### config.mk
export PLATFORM = sky130hd
export DESIGN_NAME = apb_master_fsm
export DESIGN_NICKNAME = d
export VERILOG_FILES = /design/src/lsu_pkg.sv /design/src/apb_master_fsm.sv
export SDC_FILE = /design/constraint.sdc
export NUM_CORES = 1
export LEC_CHECK = 0
export BUFFER_PORTS_ARGS = -buffer_cell sky130_fd_sc_hd__buf_2
export CAP_MARGIN = 10
export CELL_PAD_IN_SITES_DETAIL_PLACEMENT = 0
export CELL_PAD_IN_SITES_GLOBAL_PLACEMENT = 2
export CORE_UTILIZATION = 29
export CTS_CLUSTER_DIAMETER = 120
export DETAILED_ROUTE_END_ITERATION = 16
export PLACE_DENSITY_LB_ADDON = 0.3
export SETUP_SLACK_MARGIN = 0.2
export SYNTH_ARGS = -nofsm -noshare
export SYNTH_HDL_FRONTEND = slang
export SYNTH_SLANG_ARGS = --single-unit
### constraint.sdc
create_clock -name clk -period 7.3 [get_ports clk]
set_input_delay 0.365 -clock clk [delete_from_list [all_inputs] [get_ports clk]]
set_output_delay 0.365 -clock clk [all_outputs]
set_load 0.03 [all_outputs]
### src/lsu_pkg.sv
package lsu_pkg;

    // Bus widths
    localparam int ADDR_W = 32;
    localparam int DATA_W = 32;
    localparam int STRB_W = DATA_W / 8;

    // Access size code from the pipeline
    // Code 3 has no name and is handled as a word
    typedef enum logic [1:0] {
        ACCESS_BYTE = 2'd0,
        ACCESS_HALF = 2'd1,
        ACCESS_WORD = 2'd2
    } access_size_e;

    // Data RAM geometry, word index is address bits 9:2
    localparam int MEM_DEPTH_WORDS = 256;
    localparam int MEM_INDEX_W     = $clog2(MEM_DEPTH_WORDS);

    // Extra access-phase cycles before the RAM raises pready
    localparam int MEM_WAIT_STATES = 2;
    localparam int WAIT_CNT_W      = $clog2(MEM_WAIT_STATES + 2);

endpackage
### src/apb_master_fsm.sv
`timescale 1ns/1ps

module apb_master_fsm (
    input  logic                         clk,
    input  logic                         rst_n,
    input  logic                         req_valid,
    input  logic                         mem_read,
    input  logic                         mem_write,
    input  logic                         is_signed,
    input  lsu_pkg::access_size_e        inst_size,
    input  logic [lsu_pkg::ADDR_W-1:0]   address,
    input  logic [lsu_pkg::DATA_W-1:0]   write_data,
    input  logic                         misaligned,
    input  logic                         pready,
    output logic                         req_ready,
    output logic [lsu_pkg::ADDR_W-1:0]   req_addr,
    output lsu_pkg::access_size_e        req_size,
    output logic                         req_signed,
    output logic                         req_write,
    output logic [lsu_pkg::DATA_W-1:0]   req_wdata,
    output logic                         psel,
    output logic                         penable,
    output logic                         pwrite,
    output logic                         load_capture,
    output logic                         resp_valid,
    output logic                         resp_error
);
    import lsu_pkg::*;

    typedef enum logic [1:0] {
        IDLE,
        SETUP,
        ACCESS,
        RESP
    } state_e;

    state_e state;
    logic   accept;

    assign req_ready = (state == IDLE);
    assign accept    = req_valid && req_ready;

    // Request payload, held until the next accept
    always_ff @(posedge clk) begin
        if (accept) begin
            req_addr   <= address;
            req_wdata  <= write_data;
        end
    end

    always_ff @(posedge clk or negedge rst_n) begin
        if (!rst_n) begin
            state      <= IDLE;
            req_size   <= ACCESS_BYTE;
            req_signed <= 1'b0;
            req_write  <= 1'b0;
            resp_valid <= 1'b0;
            resp_error <= 1'b0;
        end else begin
            resp_valid <= 1'b0;
            resp_error <= 1'b0;
            case (state)
                IDLE: begin
                    if (accept) begin
                        req_size   <= inst_size;
                        req_signed <= is_signed;
                        req_write  <= mem_write;
                        state      <= SETUP;
                    end
                end
                SETUP: begin
                    // Fields are registered now, so alignment is known here
                    if (misaligned) begin
                        resp_valid <= 1'b1;
                        resp_error <= 1'b1;
                        state      <= RESP;
                    end else begin
                        state      <= ACCESS;
                    end
                end
                ACCESS: begin
                    if (pready) begin
                        resp_valid <= 1'b1;
                        state      <= RESP;
                    end
                end
                default: begin
                    state <= IDLE;
                end
            endcase
        end
    end

    // A misaligned request never raises psel
    assign psel         = (state == ACCESS) || ((state == SETUP) && !misaligned);
    assign penable      = (state == ACCESS);
    assign pwrite       = psel && req_write;
    assign load_capture = (state == ACCESS) && pready && !req_write;

    a_one_op: assert property (
        @(posedge clk) disable iff (!rst_n)
        req_valid |-> (mem_read ^ mem_write)
    );

    // Access phase is always entered from a selected setup cycle
    a_setup_first: assert property (
        @(posedge clk) disable iff (!rst_n)
        $rose(penable) |-> $past(psel)
    );

    // Transfer held steady while the slave inserts wait states
    a_access_hold: assert property (
        @(posedge clk) disable iff (!rst_n)
        (penable && !pready) |=> (psel && penable && $stable(pwrite) && $stable(req_addr))
    );

endmodule

==> results of run 1 <==
power groups by stage:
stage	Clock (uW)	Sequential, uW	Combinational (uW)
floorplan	0	739	123
global placement	0	585	401
detailed placement	0	587	401
CTS	356	579	402
global route	372	587	422
finish	343	578	397
layer usage:
| layer | track usage (%) | vias up |
|---|---|---|
| met5 | 0 | - |
| met4 | 5.95 | 0 |
| met2 | 19.4 | 91 |
| met1 | 13.9 | 675 |
| li1 | - | 693 |
| met3 | 4.81 | 5 |
worst paths after layout:
kind                       slack [ps]            end      startpoint
max in group asynchronous        6730       state[0]           rst_n
max                              5290    req_addr[2]        state[0]
min in group asynchronous         400     req_signed           rst_n
max reg2reg                      5290    req_addr[2]        state[0]
min reg2reg                       520    req_size[0]     req_size[0]
min                               200  req_wdata[23]  write_data[23]
area by class of cell:
cell class	instances	area, um^2	area share [%]
clock inverter	7	93.8	2.74
sequential	72	2120	61.9
timing repair buffer	149	753	22.0
clock buffer	9	124	3.61
multi-input combinational	20	183	5.33
tap	102	128	3.72
inverter	7	26.3	0.766
critical path: cells and delay by family (launching register included):
| family | cells | cell delay, ps |
|---|---|---|
| and+or+nand+nor | 1 | 170 |
| buffers and inverters | 3 | 780 |
| adders and majority gates | 1 | 210 |
| DFF | 1 | 410 |
kinds of logic (layout without fill, tap and decap cells):
| logic type | count (synthesis) | after routing |
|---|---|---|
| AND/OR/NAND/NOR | 5 | 5 |
| buffers and inverters | 7 | 172 |
| AO/OA/AOI/OAI | 4 | 4 |
| adder cells (fa/ha/maj) | 5 | 5 |
| flip-flops | 72 | 72 |
| multiplexers | 6 | 6 |
flip-flops by register name (all words and copies together) (netlist names):
name,flops
req_addr,32
req_write,1
req_wdata,32
req_size,2
resp_valid,1
state,2
resp_error,1
req_signed,1
metrics by stage:
step | setup WS, ps | hold WS (ps) | area (um^2) | power [uW]
after floorplan | 4550 | 69.4 | 2330 | 863
after global placement | 5290 | 226 | 3200 | 986
after detailed placement | 5280 | 224 | 3200 | 988
after CTS | 5260 | 174 | 3430 | 1340
after global routing | 5150 | 167 | 3430 | 1380
final | 5290 | 199 | 3430 | 1320
layout by cell type (no fill, tap or decap), drive strengths merged:
| master | instances |
|---|---|
| mux2 | 6 |
| clkinv | 2 |
| dlygate4sd3 | 1 |
| clkinvlp | 1 |
| bufinv | 2 |
| a31oi | 1 |
| o21ai | 1 |
| dfrtp | 8 |
| inv | 9 |
| a21boi | 1 |
| nand2 | 3 |
| buf | 148 |
| nor2 | 1 |
| o22ai | 1 |
| edfxtp | 64 |
| clkbuf | 9 |
| ha | 5 |
| and2 | 1 |
repair_timing:
action	CTS	global route
setup buffers	0	0
hold buffers	1	0
setup endpoints to repair	0	0
hold endpoints to repair	8	0
==> summary.txt, run 1 <==
Run status
  • Status: complete, no violations

STA
  • Setup Viol. Count Final: 0
  • Final Skew: 6.71 ps
  • Fin crit share: 27.5%
  • Hold Fails Final Rpt: 0
  • Total Negative Setup Slacks: 0 ps
  • Worst-Margin Slew: 806 ps
  • Max-slew violation count: 0
  • RSZ-0062 raised after global routing: false
  • Slew headroom: 46.2%
  • Crit path time final: 2010 ps
  • Peak Freq: 497 MHz

GRT
  • Total track usage: 12.0%
  • Gr ovfl total: 0
  • Initial antenna violation count: 0
  • Largest net degree at the start of global routing: 65
  • Vias in the first global route: 1485
  • First-pass GRT wire length: 7310 um

Place
  • Post-DP HPWL: 3590 um
  • Gpl congestion: 0.711
  • # port buffers: 147
  • Placed Cells: 349

Worst hold path
  • Worst min-delay path class: input pin to register
  • Hold path cells: 1

Detailed routing
  • First DRT Iteration DRCs: 24
  • Top sig layer: met4
  • ANT nets after route: 0
  • Vias per cell: 4.00
  • Routed via count: 1464
  • Final WL: 5040 um
  • # DRC: 0
  • M1 WL: 2020 um
  • WL met2: 2400 um
  • First-pass DRT Iterations: 2
  • Avg WL per Cell: 13.8 um
  • Met3 wire len: 583 um

Layout
  • Ant. Diodes: 0
  • Share of layout cells above drive strength 1: 64.8%
  • Final net count: 338
  • Area Overhead vs Synth: 47.1%
  • Finished Layout Cells: 366
  • Fillers: 739
  • Fin util: 44.2%

Synth
  • Cell count after synthesis: 99
  • Share of the synthesized area in the top cell type: 82.4%
  • Post-synthesis xor/xnor area fraction: 0%
  • Synth Area in Adders: 2.68%
  • Most common cell in the synthesized netlist: edfxtp_1
  • Synth cell types: 12
  • Syn_area_per_cell: 23.5 um^2
  • Synth Area in Compound Gates: 1.34%
  • Post-synth EDFFs: 64
  • Largest area contributor in the netlist: edfxtp_1
  • #FFs+latches synth: 72
  • Warnings from Yosys: 0
  • Multiplexer area fraction after synthesis: 2.90%
  • Post-synthesis sequential area ratio: 91.0%
  • Cell Area, Synth: 2330 um^2
  • Synthesized net count: 178
  • Main combinational cell family by area after synthesis: multiplexers
  • Area contributors post-synth: edfxtp_1 (82%), dfrtp_1 (8.6%), mux2_2 (2.9%)
  • Top cells by count, synth: edfxtp_1 (64), dfrtp_1 (8), inv_1 (7), mux2_2 (6), ha_1 (5)
  • Post-synthesis simple-gate area fraction: 0.913%
  • Asr flop ratio synth: 11.1%
  • Post-synth top flop: edfxtp_1

Pwr
  • Reg power frac: 43.9%
  • Power Density: 384 nW/um^2
  • Worst VDD drop: 0.000182 V
  • P_sw: 460 uW
  • Logic pwr share: 30.1%
  • Sw Share: 34.9%
  • Power Internal: 857 uW
  • Clk pwr share: 26.0%
  • Leak: 0.00151 uW

Setup path
  • Critical path endpoint category: register
  • Worst reg2reg path depth: 5
  • Worst-path maximum fanout: 64
  • Worst path cell trace: inv_1 -> ha_1 -> nand2_1 -> inv_2 -> buf_4
  • Max stage delay cell, worst path: buf_4
  • CP arrival: 1970 ps
  • CP Data Required Time: 7260 ps
  • CP peak stage delay: 600 ps
  • Setup crit start kind: register
  • Critical path class: register to register

CTS
  • Reg clk slew, reported paths: 80 ps
  • Clock Sink Count: 72
  • Post-cts resize count: 0
  • Clk_lat worst skew: 330 ps
  • Root buffer cell: clkbuf_8
  • H-tree depth: 3
  • Cts bufs inserted: 9
  • CTS tree: yes
  • Longest Clk Path Bufs: 2

Floorplan
  • # rows: 32
  • Die Wd: 91.7 um
  • Core ar.: 7770 um^2
  • DIE HEIGHT: 91.7 um
  • Die ar.: 8400 um^2
  • Starting Density: 30.0%
  • Boundary Pins: 149

Run
  • Max-cap viol count: 0
(Power assumes the default switching activity.)
==> run 2: changes to the inputs <==
--- a/config.mk
+++ b/config.mk
@@ -9,7 +9,7 @@
 export CAP_MARGIN = 10
 export CELL_PAD_IN_SITES_DETAIL_PLACEMENT = 0
 export CELL_PAD_IN_SITES_GLOBAL_PLACEMENT = 2
-export CORE_UTILIZATION = 29
+export CORE_UTILIZATION = 24
 export CTS_CLUSTER_DIAMETER = 120
 export DETAILED_ROUTE_END_ITERATION = 16
 export PLACE_DENSITY_LB_ADDON = 0.3
==> constraint.sdc (replaced) <==
create_clock -name clk -period 1.8 [get_ports clk]
set_input_delay 0.09 -clock clk [delete_from_list [all_inputs] [get_ports clk]]
set_output_delay 0.09 -clock clk [all_outputs]
set_load 0.03 [all_outputs]
==> run 2 against run 1 <==
Effect of this change: design area up 28%; global-route usage down 0.18 points; register-to-register slack worse by 5100 ps; worst setup slack worse by 5100 ps; cell count up 28%; critical path type unchanged; critical endpoint is now req_addr[31].
==> summary.txt, run 2 (same netlist as run 1, synthesis figures left out) <==
Run status
  • Status: complete, no violations

Detailed routing
  • Avg WL per Cell: 13.3 um (-3.2%)
  • First DRT Iteration DRCs: 41 (+71%)
  • # DRC: 0 (unchanged)
  • ANT nets after route: 0 (unchanged)
  • Final WL: 6260 um (+24%)
  • Vias per cell: 3.81 (-4.7%)
  • Routed via count: 1792 (+22%)
  • First-pass DRT Iterations: 4 (+2)

GRT
  • Largest net degree at the start of global routing: 65 (unchanged)
  • First-pass GRT wire length: 8910 um (+22%)
  • Gr ovfl total: 0 (unchanged)
  • Initial antenna violation count: 0 (unchanged)
  • Vias in the first global route: 1857 (+25%)
  • Total track usage: 11.8% (-0.18 points)

STA
  • Max-slew violation count: 0 (unchanged)
  • Fin crit share: 89.1% (+62 points)
  • Final Skew: 7.08 ps (+0.368 ps)
  • Worst-Margin Slew: 195 ps (-611 ps)
  • Setup WS post-layout: 196 ps (-5090 ps)
  • Setup Viol. Count Final: 0 (unchanged)
  • RSZ-0062 raised after global routing: true
  • Slew headroom: 87.0% (+41 points)
  • Crit path time final: 1600 ps (-407 ps)
  • Worst hold margin: 30.1 ps (-169 ps)
  • Hold Fails Final Rpt: 0 (unchanged)
  • Peak Freq: 624 MHz (+25%)
  • Total Negative Setup Slacks: 0 ps (unchanged)

Place
  • Post-DP HPWL: 3850 um (+7.1%)
  • # port buffers: 147 (unchanged)
  • Gpl congestion: 0.798 (+12%)
  • Dpl ws: 280 ps (-5000 ps)
  • Placed Area: 3280 um^2 (+2.3%)

CTS
  • H-tree depth: 3 (unchanged)
  • Cts bufs inserted: 9 (unchanged)
  • CTS tree: yes
  • Clock Sink Count: 72 (unchanged)
  • Root buffer cell: clkbuf_8
  • Reg clk slew, reported paths: 70 ps (about the same)
  • Longest Clk Path Bufs: 2 (unchanged)
  • Clk_lat worst skew: 340 ps (about the same)

Pwr
  • Power Total: 6030 uW (+360%)
  • Worst VDD drop: 0.000669 V (+270%)
  • Power Density: 1370 nW/um^2 (+260%)
  • Leak: 0.00188 uW (+25%)

Setup path
  • Critical path endpoint category: register
  • CP peak stage delay: 430 ps (-170 ps)
  • Critical path class: register to register
  • Critical path's top delay family: buffers and inverters
  • Crit path launch: state[1]
  • Worst path cell trace: inv_2 -> buf_12 -> ha_4 -> nand2_4 -> clkinvlp_4 -> buf_4 -> buf_16
  • Bufs and invs on worst path: 5 (+2)
  • Worst reg2reg path depth: 7 (+2)
  • CP Data Required Time: 1880 ps (-5380 ps)
  • Reg2Reg Setup Slack: 200 ps (-5090 ps)
  • Crit path depth: 7 (+2)
  • Max stage delay cell, worst path: dfrtp_1
  • CP arrival: 1680 ps (-290 ps)
  • Reg2Reg Launch Point: state[1]
  • Setup crit start kind: register
  • Worst-path maximum fanout: 32 (-50%)

Run
  • Max-cap viol count: 0 (unchanged)

Layout
  • Top Registers: req_addr: 32 flops, req_wdata: 32 flops
  • Share of layout cells above drive strength 1: 55.7% (-9.1 points)
  • Area Overhead vs Synth: 88.2%
  • Ant. Diodes: 0 (unchanged)
  • Fillers: 816 (+10%)
  • Most frequent cells in the layout: buf_2 (145), dlygate4sd3_1 (69), edfxtp_1 (64)
  • Final instance area: 4390 um^2 (+28%)
  • Commonest non-fill, non-tap cell in the layout: buf_2
  • Final net count: 415 (+23%)

Worst hold path
  • Hold path cells: 3 (+2)
  • Hold path start: misaligned
  • Worst min-delay path class: input pin to register

Floorplan
  • Starting Density: 25.0% (-5.0 points)
  • Core ar.: 9330 um^2 (+20%)
  • Die ar.: 10100 um^2 (+20%)
  • DIE HEIGHT: 101 um (+9.7%)
  • # rows: 35 (+9.4%)
  • Boundary Pins: 149 (unchanged)
  • Die Wd: 101 um (+9.7%)
run 2: changes by cell type in the layout (fill, tap and decap cells not counted), sizes merged:
cell | before | now
buf | 148 | 155
bufinv | 2 | 3
clkbuf | 9 | 12
clkinv | 2 | 0
clkinvlp | 1 | 2
dlygate4sd3 | 1 | 69
inv | 9 | 8
run 2: area by class of cell:
| class | count | area, um^2 | area share, % |
|---|---|---|---|
| timing repair buffer | 226 | 1600 | 36.4 |
| multi-input combinational | 20 | 234 | 5.33 |
| clock buffer | 10 | 128 | 2.91 |
| tap | 129 | 161 | 3.68 |
| clock inverter | 6 | 115 | 2.62 |
| sequential | 72 | 2120 | 48.4 |
| inverter | 7 | 30.0 | 0.684 |
run 2: metal layers:
layer  up-vias  GRT usage [%]  wire length [um]
met4         0           4.01                70
met1       832           13.2              2520
met2       104           20.5              3110
li1        848              -                 -
met3         8           4.79               557
met5         -              0                 0
run 2: through the flow:
step                      instances  utilization [%]
final                           470             47.0
after global routing            470             47.0
after CTS                       464             45.7
after detailed placement        376             35.1
after global placement          376             35.1
after floorplan                  99                -
run 2: worst register-to-register path: cells and delay by family, from the launching register on:
kind                       cells  cell delay [ps]
adders and majority gates      1              160
DFF                            1              430
and+or+nand+nor                1              100
buffers and inverters          5              640
run 2: final timing paths:
| kind | to |
|---|---|
| max | req_addr[31] |
| min in group asynchronous | req_write |
| min reg2reg | req_signed |
| max in group asynchronous | state[1] |
| min | resp_error |
| max reg2reg | req_addr[31] |
run 2: report_power, final:
| group | total [uW] | switching [uW] | internal [uW] | leakage [uW] |
|---|---|---|---|---|
| Combinational | 2130 | 1290 | 839 | 0.00107 |
| Clock | 1550 | 614 | 931 | 0.000117 |
| Sequential | 2350 | 121 | 2230 | 0.000688 |
run 2: timing repair:
action                     4_1_cts  5_1_grt
setup endpoints to repair        1       66
hold endpoints to repair        76        0
gates cloned                     0        4
pin swaps                        1        1
buffers inserted                 3        2
resized for setup                6        9
hold buffers                    69        0
