### src/lsu_pkg.sv
package lsu_pkg;

    // Bus widths
    localparam int ADDR_W = 32;
    localparam int DATA_W = 32;
    localparam int STRB_W = DATA_W / 8;

    // Access size code from the pipeline
    // Code 3 has no name and is handled as a word
    typedef enum logic [1:0] {
        ACCESS_BYTE = 2'd0,
        ACCESS_HALF = 2'd1,
        ACCESS_WORD = 2'd2
    } access_size_e;

    // Data RAM geometry, word index is address bits 9:2
    localparam int MEM_DEPTH_WORDS = 256;
    localparam int MEM_INDEX_W     = $clog2(MEM_DEPTH_WORDS);

    // Extra access-phase cycles before the RAM raises pready
    localparam int MEM_WAIT_STATES = 2;
    localparam int WAIT_CNT_W      = $clog2(MEM_WAIT_STATES + 2);

endpackage
### src/mem_stage.sv
`timescale 1ns/1ps

module mem_stage (
    input  logic                         clk,
    input  logic                         rst_n,
    input  logic [lsu_pkg::ADDR_W-1:0]   req_addr,
    input  lsu_pkg::access_size_e        req_size,
    input  logic                         req_signed,
    input  logic                         req_write,
    input  logic [lsu_pkg::DATA_W-1:0]   req_wdata,
    input  logic [lsu_pkg::DATA_W-1:0]   prdata,
    input  logic                         load_capture,
    output logic [lsu_pkg::ADDR_W-1:0]   paddr,
    output logic [lsu_pkg::DATA_W-1:0]   pwdata,
    output logic [lsu_pkg::STRB_W-1:0]   pstrb,
    output logic                         misaligned,
    output logic [lsu_pkg::DATA_W-1:0]   read_data
);
    import lsu_pkg::*;

    logic [1:0]        offset;
    logic [DATA_W-1:0] lane_data;
    logic [DATA_W-1:0] load_ext;
    logic [DATA_W-1:0] store_data;
    logic [STRB_W-1:0] store_strb;

    assign offset = req_addr[1:0];
    assign paddr  = {req_addr[ADDR_W-1:2], 2'b00};

    // Halfword at odd address or word off a 4-byte boundary
    always_comb begin
        case (req_size)
            ACCESS_BYTE: misaligned = 1'b0;
            ACCESS_HALF: misaligned = offset[0];
            default:     misaligned = |offset;
        endcase
    end

    // Store side, data replicated across lanes and strobes pick the lane
    always_comb begin
        case (req_size)
            ACCESS_BYTE: begin
                store_data = {STRB_W{req_wdata[7:0]}};
                store_strb = STRB_W'(1) << offset;
            end
            ACCESS_HALF: begin
                store_data = {(STRB_W / 2){req_wdata[15:0]}};
                store_strb = STRB_W'(3) << {offset[1], 1'b0};
            end
            default: begin
                store_data = req_wdata;
                store_strb = '1;
            end
        endcase
    end

    assign pwdata = store_data;
    assign pstrb  = req_write ? store_strb : '0;

    // Load side, bring the addressed lane down to bit 0
    assign lane_data = prdata >> {offset, 3'b000};

    always_comb begin
        case (req_size)
            ACCESS_BYTE: load_ext = {{(DATA_W - 8){req_signed & lane_data[7]}}, lane_data[7:0]};
            ACCESS_HALF: load_ext = {{(DATA_W - 16){req_signed & lane_data[15]}},
                                     lane_data[15:0]};
            default:     load_ext = lane_data;
        endcase
    end

    always_ff @(posedge clk or negedge rst_n) begin
        if (!rst_n) begin
            read_data <= '0;
        end else if (load_capture) begin
            read_data <= load_ext;
        end
    end

    // The master only captures data for an aligned load
    a_capture_aligned: assert property (
        @(posedge clk) disable iff (!rst_n)
        load_capture |-> (!req_write && !misaligned)
    );

endmodule

### config.mk
export PLATFORM = sky130hd
export DESIGN_NAME = mem_stage
export DESIGN_NICKNAME = d
export VERILOG_FILES = /design/src/lsu_pkg.sv /design/src/mem_stage.sv
export SDC_FILE = /design/constraint.sdc
export NUM_CORES = 1
export LEC_CHECK = 0
export BUFFER_PORTS_ARGS = -buffer_cell sky130_fd_sc_hd__buf_2
export CELL_PAD_IN_SITES_DETAIL_PLACEMENT = 1
export CELL_PAD_IN_SITES_GLOBAL_PLACEMENT = 1
export CORE_MARGIN = 10
export CORE_UTILIZATION = 29
export CTS_CLUSTER_SIZE = 30
export DETAILED_ROUTE_END_ITERATION = 16
export PLACE_DENSITY_LB_ADDON = 0.2
export SLEW_MARGIN = 20
export SYNTH_ARGS = -nofsm -noshare
export SYNTH_HDL_FRONTEND = slang
export SYNTH_SLANG_ARGS = --single-unit
### constraint.sdc
create_clock -name clk -period 3.3 [get_ports clk]
set_clock_uncertainty 0.15 [all_clocks]
set_input_delay 0.33 -clock clk [delete_from_list [all_inputs] [get_ports clk]]
set_output_delay 0.33 -clock clk [all_outputs]
set_load 0.05 [all_outputs]
==> results of run 1 <==
==> how the worst max path moves through the flow <==
stage                     slack [ps]  cells after the start             to         from
after floorplan                 1020                      5     misaligned  req_addr[1]
after CTS                       1010                      5     pwdata[12]  req_size[1]
after global placement           980                      5  read_data[16]  req_addr[1]
after detailed placement         850                      5  read_data[17]  req_addr[1]
final                           1020                      5     pwdata[12]  req_size[1]
after global routing             950                      5     pwdata[11]  req_size[1]
==> cells in the mapped netlist, types with 2 or more instances <==
library cell               instances
sky130_fd_sc_hd__o21ai_0           2
sky130_fd_sc_hd__o221ai_1         22
sky130_fd_sc_hd__buf_2             3
sky130_fd_sc_hd__buf_6             2
sky130_fd_sc_hd__o21a_1            3
sky130_fd_sc_hd__a211oi_1          7
sky130_fd_sc_hd__nor2_1           14
sky130_fd_sc_hd__buf_1             2
sky130_fd_sc_hd__mux2_1           16
sky130_fd_sc_hd__nand2_1          21
sky130_fd_sc_hd__clkbuf_1         12
sky130_fd_sc_hd__dfrtp_1          32
sky130_fd_sc_hd__mux2i_1          26
sky130_fd_sc_hd__nor2b_1          10
sky130_fd_sc_hd__o21ai_1           8
sky130_fd_sc_hd__inv_1            24
sky130_fd_sc_hd__a21oi_1          17
sky130_fd_sc_hd__mux2_2            8
sky130_fd_sc_hd__buf_4            42
==> per-stage QoR <==
stage / hold WS (ps) / util / area, um2 / total power, W
finish: 204 / 0.369 / 3080 / 0.00141
global route: 224 / 0.369 / 3080 / 0.00149
CTS: 201 / 0.369 / 3080 / 0.00143
floorplan: -116 / - / 2530 / 0.00103
global placement: 298 / 0.357 / 2980 / 0.00110
detailed placement: 300 / 0.357 / 2980 / 0.00111
==> per-layer routing <==
layer | up-vias | global-route usage
met5 | - | 0
met4 | 0 | 0.0305
met3 | 15 | 0.0433
met2 | 83 | 0.241
met1 | 1106 | 0.153
li1 | 1125 | -
==> power breakdown <==
| part | switching [W] | internal [W] | leakage [nW] |
|---|---|---|---|
| Clock | 0.000145 | 0.000170 | 0.0455 |
| Sequential | 0.0000245 | 0.000439 | 0.402 |
| Combinational | 0.000466 | 0.000166 | 1.14 |
==> kinds of logic (layout without fill, tap and decap cells) <==
| logic type | count (synthesis) | in the layout | share of synthesized area |
|---|---|---|---|
| multiplexers | 51 | 51 | 0.219 |
| flip-flops | 32 | 32 | 0.317 |
| buffers and inverters | 85 | 177 | 0.196 |
| AO/OA/AOI/OAI | 63 | 63 | 0.177 |
| other | 1 | 2 | 0.00149 |
| AND/OR/NAND/NOR | 49 | 49 | 0.0888 |
==> worst min-delay path: stages <==
cell,delay (ps)
sky130_fd_sc_hd__buf_2,120
sky130_fd_sc_hd__nand2_1,50
sky130_fd_sc_hd__o221ai_1,90
==> layout make-up <==
cell class	instances	area, um2
Sequential cell	32	801
Fill cell	1040	5260
Tap cell	105	131
Timing Repair Buffer	145	738
Inverter	24	90.1
Multi-Input combinational cell	165	1230
Clock buffer	8	90.1
==> what timing repair did <==
action / 4_1_cts / 5_1_grt
hold endpoints to repair: 24 / 0
hold buffers: 1 / 0
buffers inserted: 0 / 0
==> implementation parameters, run 1 <==
Parameter                              Value

Run status
  Outcome ... finished clean

Global route
  Maximum number of pins on one net before global-route repair ... 38
  Number of antenna violations at the first check in global routing ... 0
  Vias in the first global route ... 2,454
  Residual overflow from global routing ... 0
  GRT Overall Usage ... 0.135
  First-pass GRT wire length ... 14.1 mm

CTS
  Number of clock sinks ... 32
  CTS tree ... yes
  TritonCTS buffer count ... 5
  Clk Latency, worst-skew pair ... 280 ps
  Clock buffer depth ... 2
  Post-cts sizing count ... 0
  Number of H-tree branching levels ... 2
  Reg clk slew, reported paths ... 60 ps
  CTS Root Buffer Type ... sky130_fd_sc_hd__clkbuf_8

Timing
  Setup total negative slack ... 0 ps
  Time the final worst path needs with I/O delays and setup ... 2280 ps
  Worst setup slack after layout ... 1020 ps
  Least-Margin Pin Slew ... 785 ps
  Setup violators final ... 0
  Final count of hold timing violations ... 0
  Max-slew violation count ... 0
  Post-route clock period utilization ... 0.689
  Setup repair after global routing missed its margin ... false
  Maximum frequency from static timing analysis ... 440 MHz
  Slew HR ... 0.476

Critical path
  Biggest cell delay along the critical path ... 500 ps
  Reg2Reg Depth ... 2
  Cell type with the highest occurrence count on the critical path ... sky130_fd_sc_hd__buf_2
  Crit path buf inv count ... 3
  Kind of cell adding the most delay to the critical path ... buffers and inverters
  Worst setup slack for register-to-register paths ... 2380 ps
  Category of the critical setup timing path ... input pin to primary output
  Cell chain of the critical path ... buf_2 > nor2_1 > buf_4 > mux2_1 > buf_2
  Data arrival time at the worst-slack endpoint ... 1800 ps
  Reg2Reg Launch Point ... read_data[30]
  Critical path fanouts, max ... 35
  Cell with the largest stage delay on the worst path ... sky130_fd_sc_hd__buf_2
  End of the worst register-to-register path ... read_data[30]
  Startpoint Class ... input pin
  Crit end category ... primary output
  CP required ... 2820 ps

Floorplan
  Number of placement rows ... 33
  Count of boundary I/O pins ... 204
  Overall die width ... 113 um
  Starting density of the core ... 0.302
  Die Ht ... 113 um
  Overall die area ... 12,800 um2
  Core outline area ... 8340 um2

Power
  Worst VDD drop ... 0.252 mV
  Power Dens Cells ... 458 nW/um2
  Static leakage ... 1.58 nW

Cells and area
  Antenna cells ... 0
  Final cell count without fillers ... 479
  Signed area change from the synthesized netlist to the final layout ... 22.1%
  # nets final ... 476
  Layout cells sized above 1 ... 0.430
  Largest regs ... read_data: 32 flops
  Most used cells in the layout excluding fill and tap cells ... sky130_fd_sc_hd__buf_2, sky130_fd_sc_hd__dfrtp_1, sky130_fd_sc_hd__mux2i_1, sky130_fd_sc_hd__inv_1, sky130_fd_sc_hd__o221ai_1
  Biggest register ... read_data
  Number of flip-flops in the largest register ... 32
  Leading cell type in the layout, fill and taps excluded ... sky130_fd_sc_hd__buf_2

Hold path
  Path class of the lowest-slack min-delay path ... input pin to flip-flop
  Endpoint, Worst Hold ... read_data[29]
  Instance count along the most critical hold path ... 3
  Launch point of the worst hold path ... prdata[29]

Synth
  Syn. warnings ... 0
  Number of instances in the synthesized netlist ... 281
  Async set-or-reset flop fraction in the synthesized netlist ... 1.00
  Avg Cell Area, Syn ... 8.98 um2
  Yosys reg bits ... 32
  Combined area of all synthesized cells ... 2520 um2
  Yosys cell types ... 29
  Leading area contributor after synthesis ... sky130_fd_sc_hd__dfrtp_1
  Number of flops mapped to enable cells by yosys ... 0
  Ys flop type ... sky130_fd_sc_hd__dfrtp_1
  Area fraction of the dominant cell type after synthesis ... 0.317
  Ranking of synthesized cells by area ... sky130_fd_sc_hd__dfrtp_1, sky130_fd_sc_hd__buf_4, sky130_fd_sc_hd__mux2i_1
  Share of synthesized area occupied by flip-flops and latches ... 0.317

Place
  Port-buffer cells ... 141
  Half-perimeter wire length after detailed placement ... 7.52 mm
  Pre-CTS worst setup slack ... 847 ps
  Number of cells in the design after placement ... 470
  Global placer's final weighted congestion ... 0.727

Detailed routing
  Drt via density ... 4.86
  Vias ... 2,329
  DR WL/cell ... 19.5 um
  Met2 WL post-DR ... 4.74 mm
  M1 wire length ... 3.93 mm
  Drt pass-1 iters ... 4
  Initial DRC Count ... 63
  Highest Signal Layer ... met4
  Total wirelength of the detailed-routed design ... 9.36 mm
  Residual antenna-violating net count after detailed routing ... 0
  Number of design rule violations left after detail routing ... 0
  Met3 wire length ... 608 um

Run
  Max-cap violations ... 0
Power figures use the tool's default switching activity.
==> run 2: changes to the inputs <==
- ABC_AREA: default -> 1
- CORE_UTILIZATION: 29 -> 24
- clock period: 3.3 -> 1.82 ns (I/O delays scaled with it)
==> run 2 against run 1 <==
Effect of this change: sequential power rose by 80%; die area rose by 27%; routed wire length rose by 21%; core utilization fell by 6.5 points; flip-flop and latch count did not move; highest routed layer unchanged; global-route usage fell by 0.16 points; non-clock buffer count rose by 9; critical path depth rose by 2; cell area rose by 12%; worst hold slack got worse by 170 ps.
==> implementation parameters, run 2 <==
Parameter                              Value

Critical path
  Cell with the largest stage delay on the worst path ... sky130_fd_sc_hd__inv_1
  End of the worst register-to-register path ... read_data[20]
  Reg2Reg Launch Point ... read_data[20]
  Cell type with the highest occurrence count on the critical path ... sky130_fd_sc_hd__buf_2
  Biggest cell delay along the critical path ... 320 ps
  CP required ... 1490 ps
  Worst setup path start ... req_size[1]
  Crit path buf inv count ... 4
  Kind of cell adding the most delay to the critical path ... buffers and inverters
  Data arrival time at the worst-slack endpoint ... 1310 ps
  Critical path fanouts, max ... 13
  Startpoint Class ... input pin
  Cell chain of the critical path ... buf_2 > inv_4 > nand2_4 > inv_1 > nand2_1 > o21ai_0 > buf_2
  Crit end category ... primary output
  Category of the critical setup timing path ... input pin to primary output
  Reg2Reg Depth ... 3
  Worst setup slack for register-to-register paths ... 800 ps

Timing
  Time the final worst path needs with I/O delays and setup ... 1650 ps
  Setup repair after global routing missed its margin ... false
  Post-route clock period utilization ... 0.905
  Max-slew violation count ... 0
  Slew HR ... 0.491
  Maximum frequency from static timing analysis ... 607 MHz
  Least-Margin Pin Slew ... 763 ps
  Setup violators final ... 0
  Final count of hold timing violations ... 0

CTS
  Clock buffer depth ... 2
  Reg clk slew, reported paths ... 60 ps
  TritonCTS buffer count ... 5
  CTS Root Buffer Type ... sky130_fd_sc_hd__clkbuf_16
  # Post-CTS Setup Buffers ... 0
  Clk Latency, worst-skew pair ... 280 ps
  CTS tree ... yes
  Number of H-tree branching levels ... 2
  Number of clock sinks ... 32

Synth
  Combined area of all synthesized cells ... 2770 um2
  Async set-or-reset flop fraction in the synthesized netlist ... 1.00
  Most frequent cell after synthesis ... sky130_fd_sc_hd__nand2_1
  Yosys reg bits ... 32
  Number of instances in the synthesized netlist ... 431
  Ys flop type ... sky130_fd_sc_hd__dfrtp_1
  Ranking of synthesized cells by area ... sky130_fd_sc_hd__dfrtp_1, sky130_fd_sc_hd__nand2_1, sky130_fd_sc_hd__buf_4
  Syn. warnings ... 0
  Number of flops mapped to enable cells by yosys ... 0
  Share of synthesized area occupied by flip-flops and latches ... 0.289
  Area fraction of the dominant cell type after synthesis ... 0.289
  Leading area contributor after synthesis ... sky130_fd_sc_hd__dfrtp_1
  Most common library cells after synthesis ... sky130_fd_sc_hd__nand2_1, sky130_fd_sc_hd__buf_4, sky130_fd_sc_hd__nand3_1
  Avg Cell Area, Syn ... 6.42 um2
  Yosys cell types ... 24

Floorplan
  Die Ht ... 127 um
  Count of boundary I/O pins ... 204
  Number of placement rows ... 39
  Overall die area ... 16,200 um2
  Starting density of the core ... 0.244
  Core outline area ... 11,400 um2
  Overall die width ... 127 um

Cells and area
  Final core area utilization ... 0.305
  Largest regs ... read_data: 32 flops
  Number of flip-flops in the largest register ... 32
  Biggest register ... read_data
  Signed area change from the synthesized netlist to the final layout ... 25.0%
  Leading cell type in the layout, fill and taps excluded ... sky130_fd_sc_hd__nand2_1
  # nets final ... 634
  Layout cells sized above 1 ... 0.363
  Final cell count without fillers ... 676
  Filler cell count in the final layout ... 1,518
  Most used cells in the layout excluding fill and tap cells ... sky130_fd_sc_hd__nand2_1, sky130_fd_sc_hd__buf_2, sky130_fd_sc_hd__nand3_1, sky130_fd_sc_hd__dfrtp_1, sky130_fd_sc_hd__nor2_1

Global route
  GRT Overall Usage ... 0.134
  Residual overflow from global routing ... 0
  First-pass GRT wire length ... 17.6 mm
  Met1 Track Usage GR ... 0.159
  Busiest metal layer after global routing ... met2
  Maximum number of pins on one net before global-route repair ... 34
  Vias in the first global route ... 3,217
  Number of antenna violations at the first check in global routing ... 1
  Grt met2 use ... 0.229
  Global-route track usage on met3 ... 0.0376

Power
  Static leakage ... 2.09 nW
  Worst VDD drop ... 0.335 mV
  Total power consumption of the routed design ... 0.00302 W
  Power Dens Cells ... 872 nW/um2

Detailed routing
  DR WL/cell ... 16.7 um
  Drt pass-1 iters ... 4
  Number of design rule violations left after detail routing ... 0
  Vias ... 2,981
  Total wirelength of the detailed-routed design ... 11.3 mm
  Residual antenna-violating net count after detailed routing ... 0
  Drt via density ... 4.41
  Initial DRC Count ... 116

Place
  Number of cells in the design after placement ... 666
  Half-perimeter wire length after detailed placement ... 9.22 mm
  Port-buffer cells ... 141
  Global placer's final weighted congestion ... 0.861

Hold path
  Launch point of the worst hold path ... prdata[11]
  Endpoint, Worst Hold ... read_data[3]
  Path class of the lowest-slack min-delay path ... input pin to flip-flop
  Instance count along the most critical hold path ... 3

Run
  Max-cap violations ... 0

Run status
  Outcome ... finished clean
## run 2: worst max-delay path by stage
| stage | to | slack [ps] | cells after the start |
|---|---|---|---|
| 2_1_floorplan | pwdata[10] | -240 | 6 |
| 3_3_place_gp | pwdata[24] | 190 | 7 |
| 3_5_place_dp | pwdata[24] | 140 | 7 |
| 4_1_cts | pwdata[24] | 130 | 7 |
| 5_1_grt | pwdata[24] | 20 | 7 |
| 6_report | pwdata[8] | 170 | 7 |
## run 2: routing by layer
| layer | share of wire | vias to the layer above |
|---|---|---|
| met5 | 0 | - |
| met2 | 0.49 | 82 |
| li1 | - | 1494 |
| met1 | 0.44 | 1388 |
| met4 | 0.015 | 0 |
| met3 | 0.061 | 17 |
## run 2: worst register-to-register path, cell delays in order, from the launching register on
cell and delay (ps):
sky130_fd_sc_hd__dfrtp_1 390, sky130_fd_sc_hd__or2_2 280, sky130_fd_sc_hd__nand2_1 70, sky130_fd_sc_hd__inv_1 40
## run 2: logic make-up after synthesis
group	Yosys count	share of synthesized area
AND/OR/NAND/NOR	269	0.425
flip-flops	32	0.289
buffers and inverters	93	0.212
AO/OA/AOI/OAI	36	0.0728
other	1	0.00135
## run 2: final cells by class
class | count | area, um2 | area share
clock inverter | 3 | 42.5 | 0.0123
antenna | 1 | 2.50 | 0.000723
clock buffer | 5 | 125 | 0.0361
inverter | 31 | 121 | 0.0351
tap | 143 | 179 | 0.0517
multi-input combinational | 307 | 1390 | 0.400
sequential | 32 | 801 | 0.231
timing repair buffer | 154 | 806 | 0.233
## run 2: where the power goes
part           internal (W)  leakage [nW]  switching [W]
clock              0.000643        0.0798       0.000341
sequential         0.000791         0.388      0.0000418
combinational      0.000300          1.62       0.000900
## run 2: timing repair
| action | CTS | global route |
|---|---|---|
| hold buffers | 1 | 0 |
| resized for setup | 0 | 0 |
| endpoints found under the hold margin | 32 | 0 |
| setup endpoints to repair | 0 | 0 |
## run 2: metrics by stage
stage                     setup WS (ps)  instance area, um2  TNS, ps  hold WS, ps
final                               173                3460        0         31.6
after detailed placement            141                3280        0          158
after CTS                           130                3460        0         27.0
after floorplan                    -238                2770     -951         -264
after global routing               17.9                3460        0         32.5
after global placement              187                3280        0          158
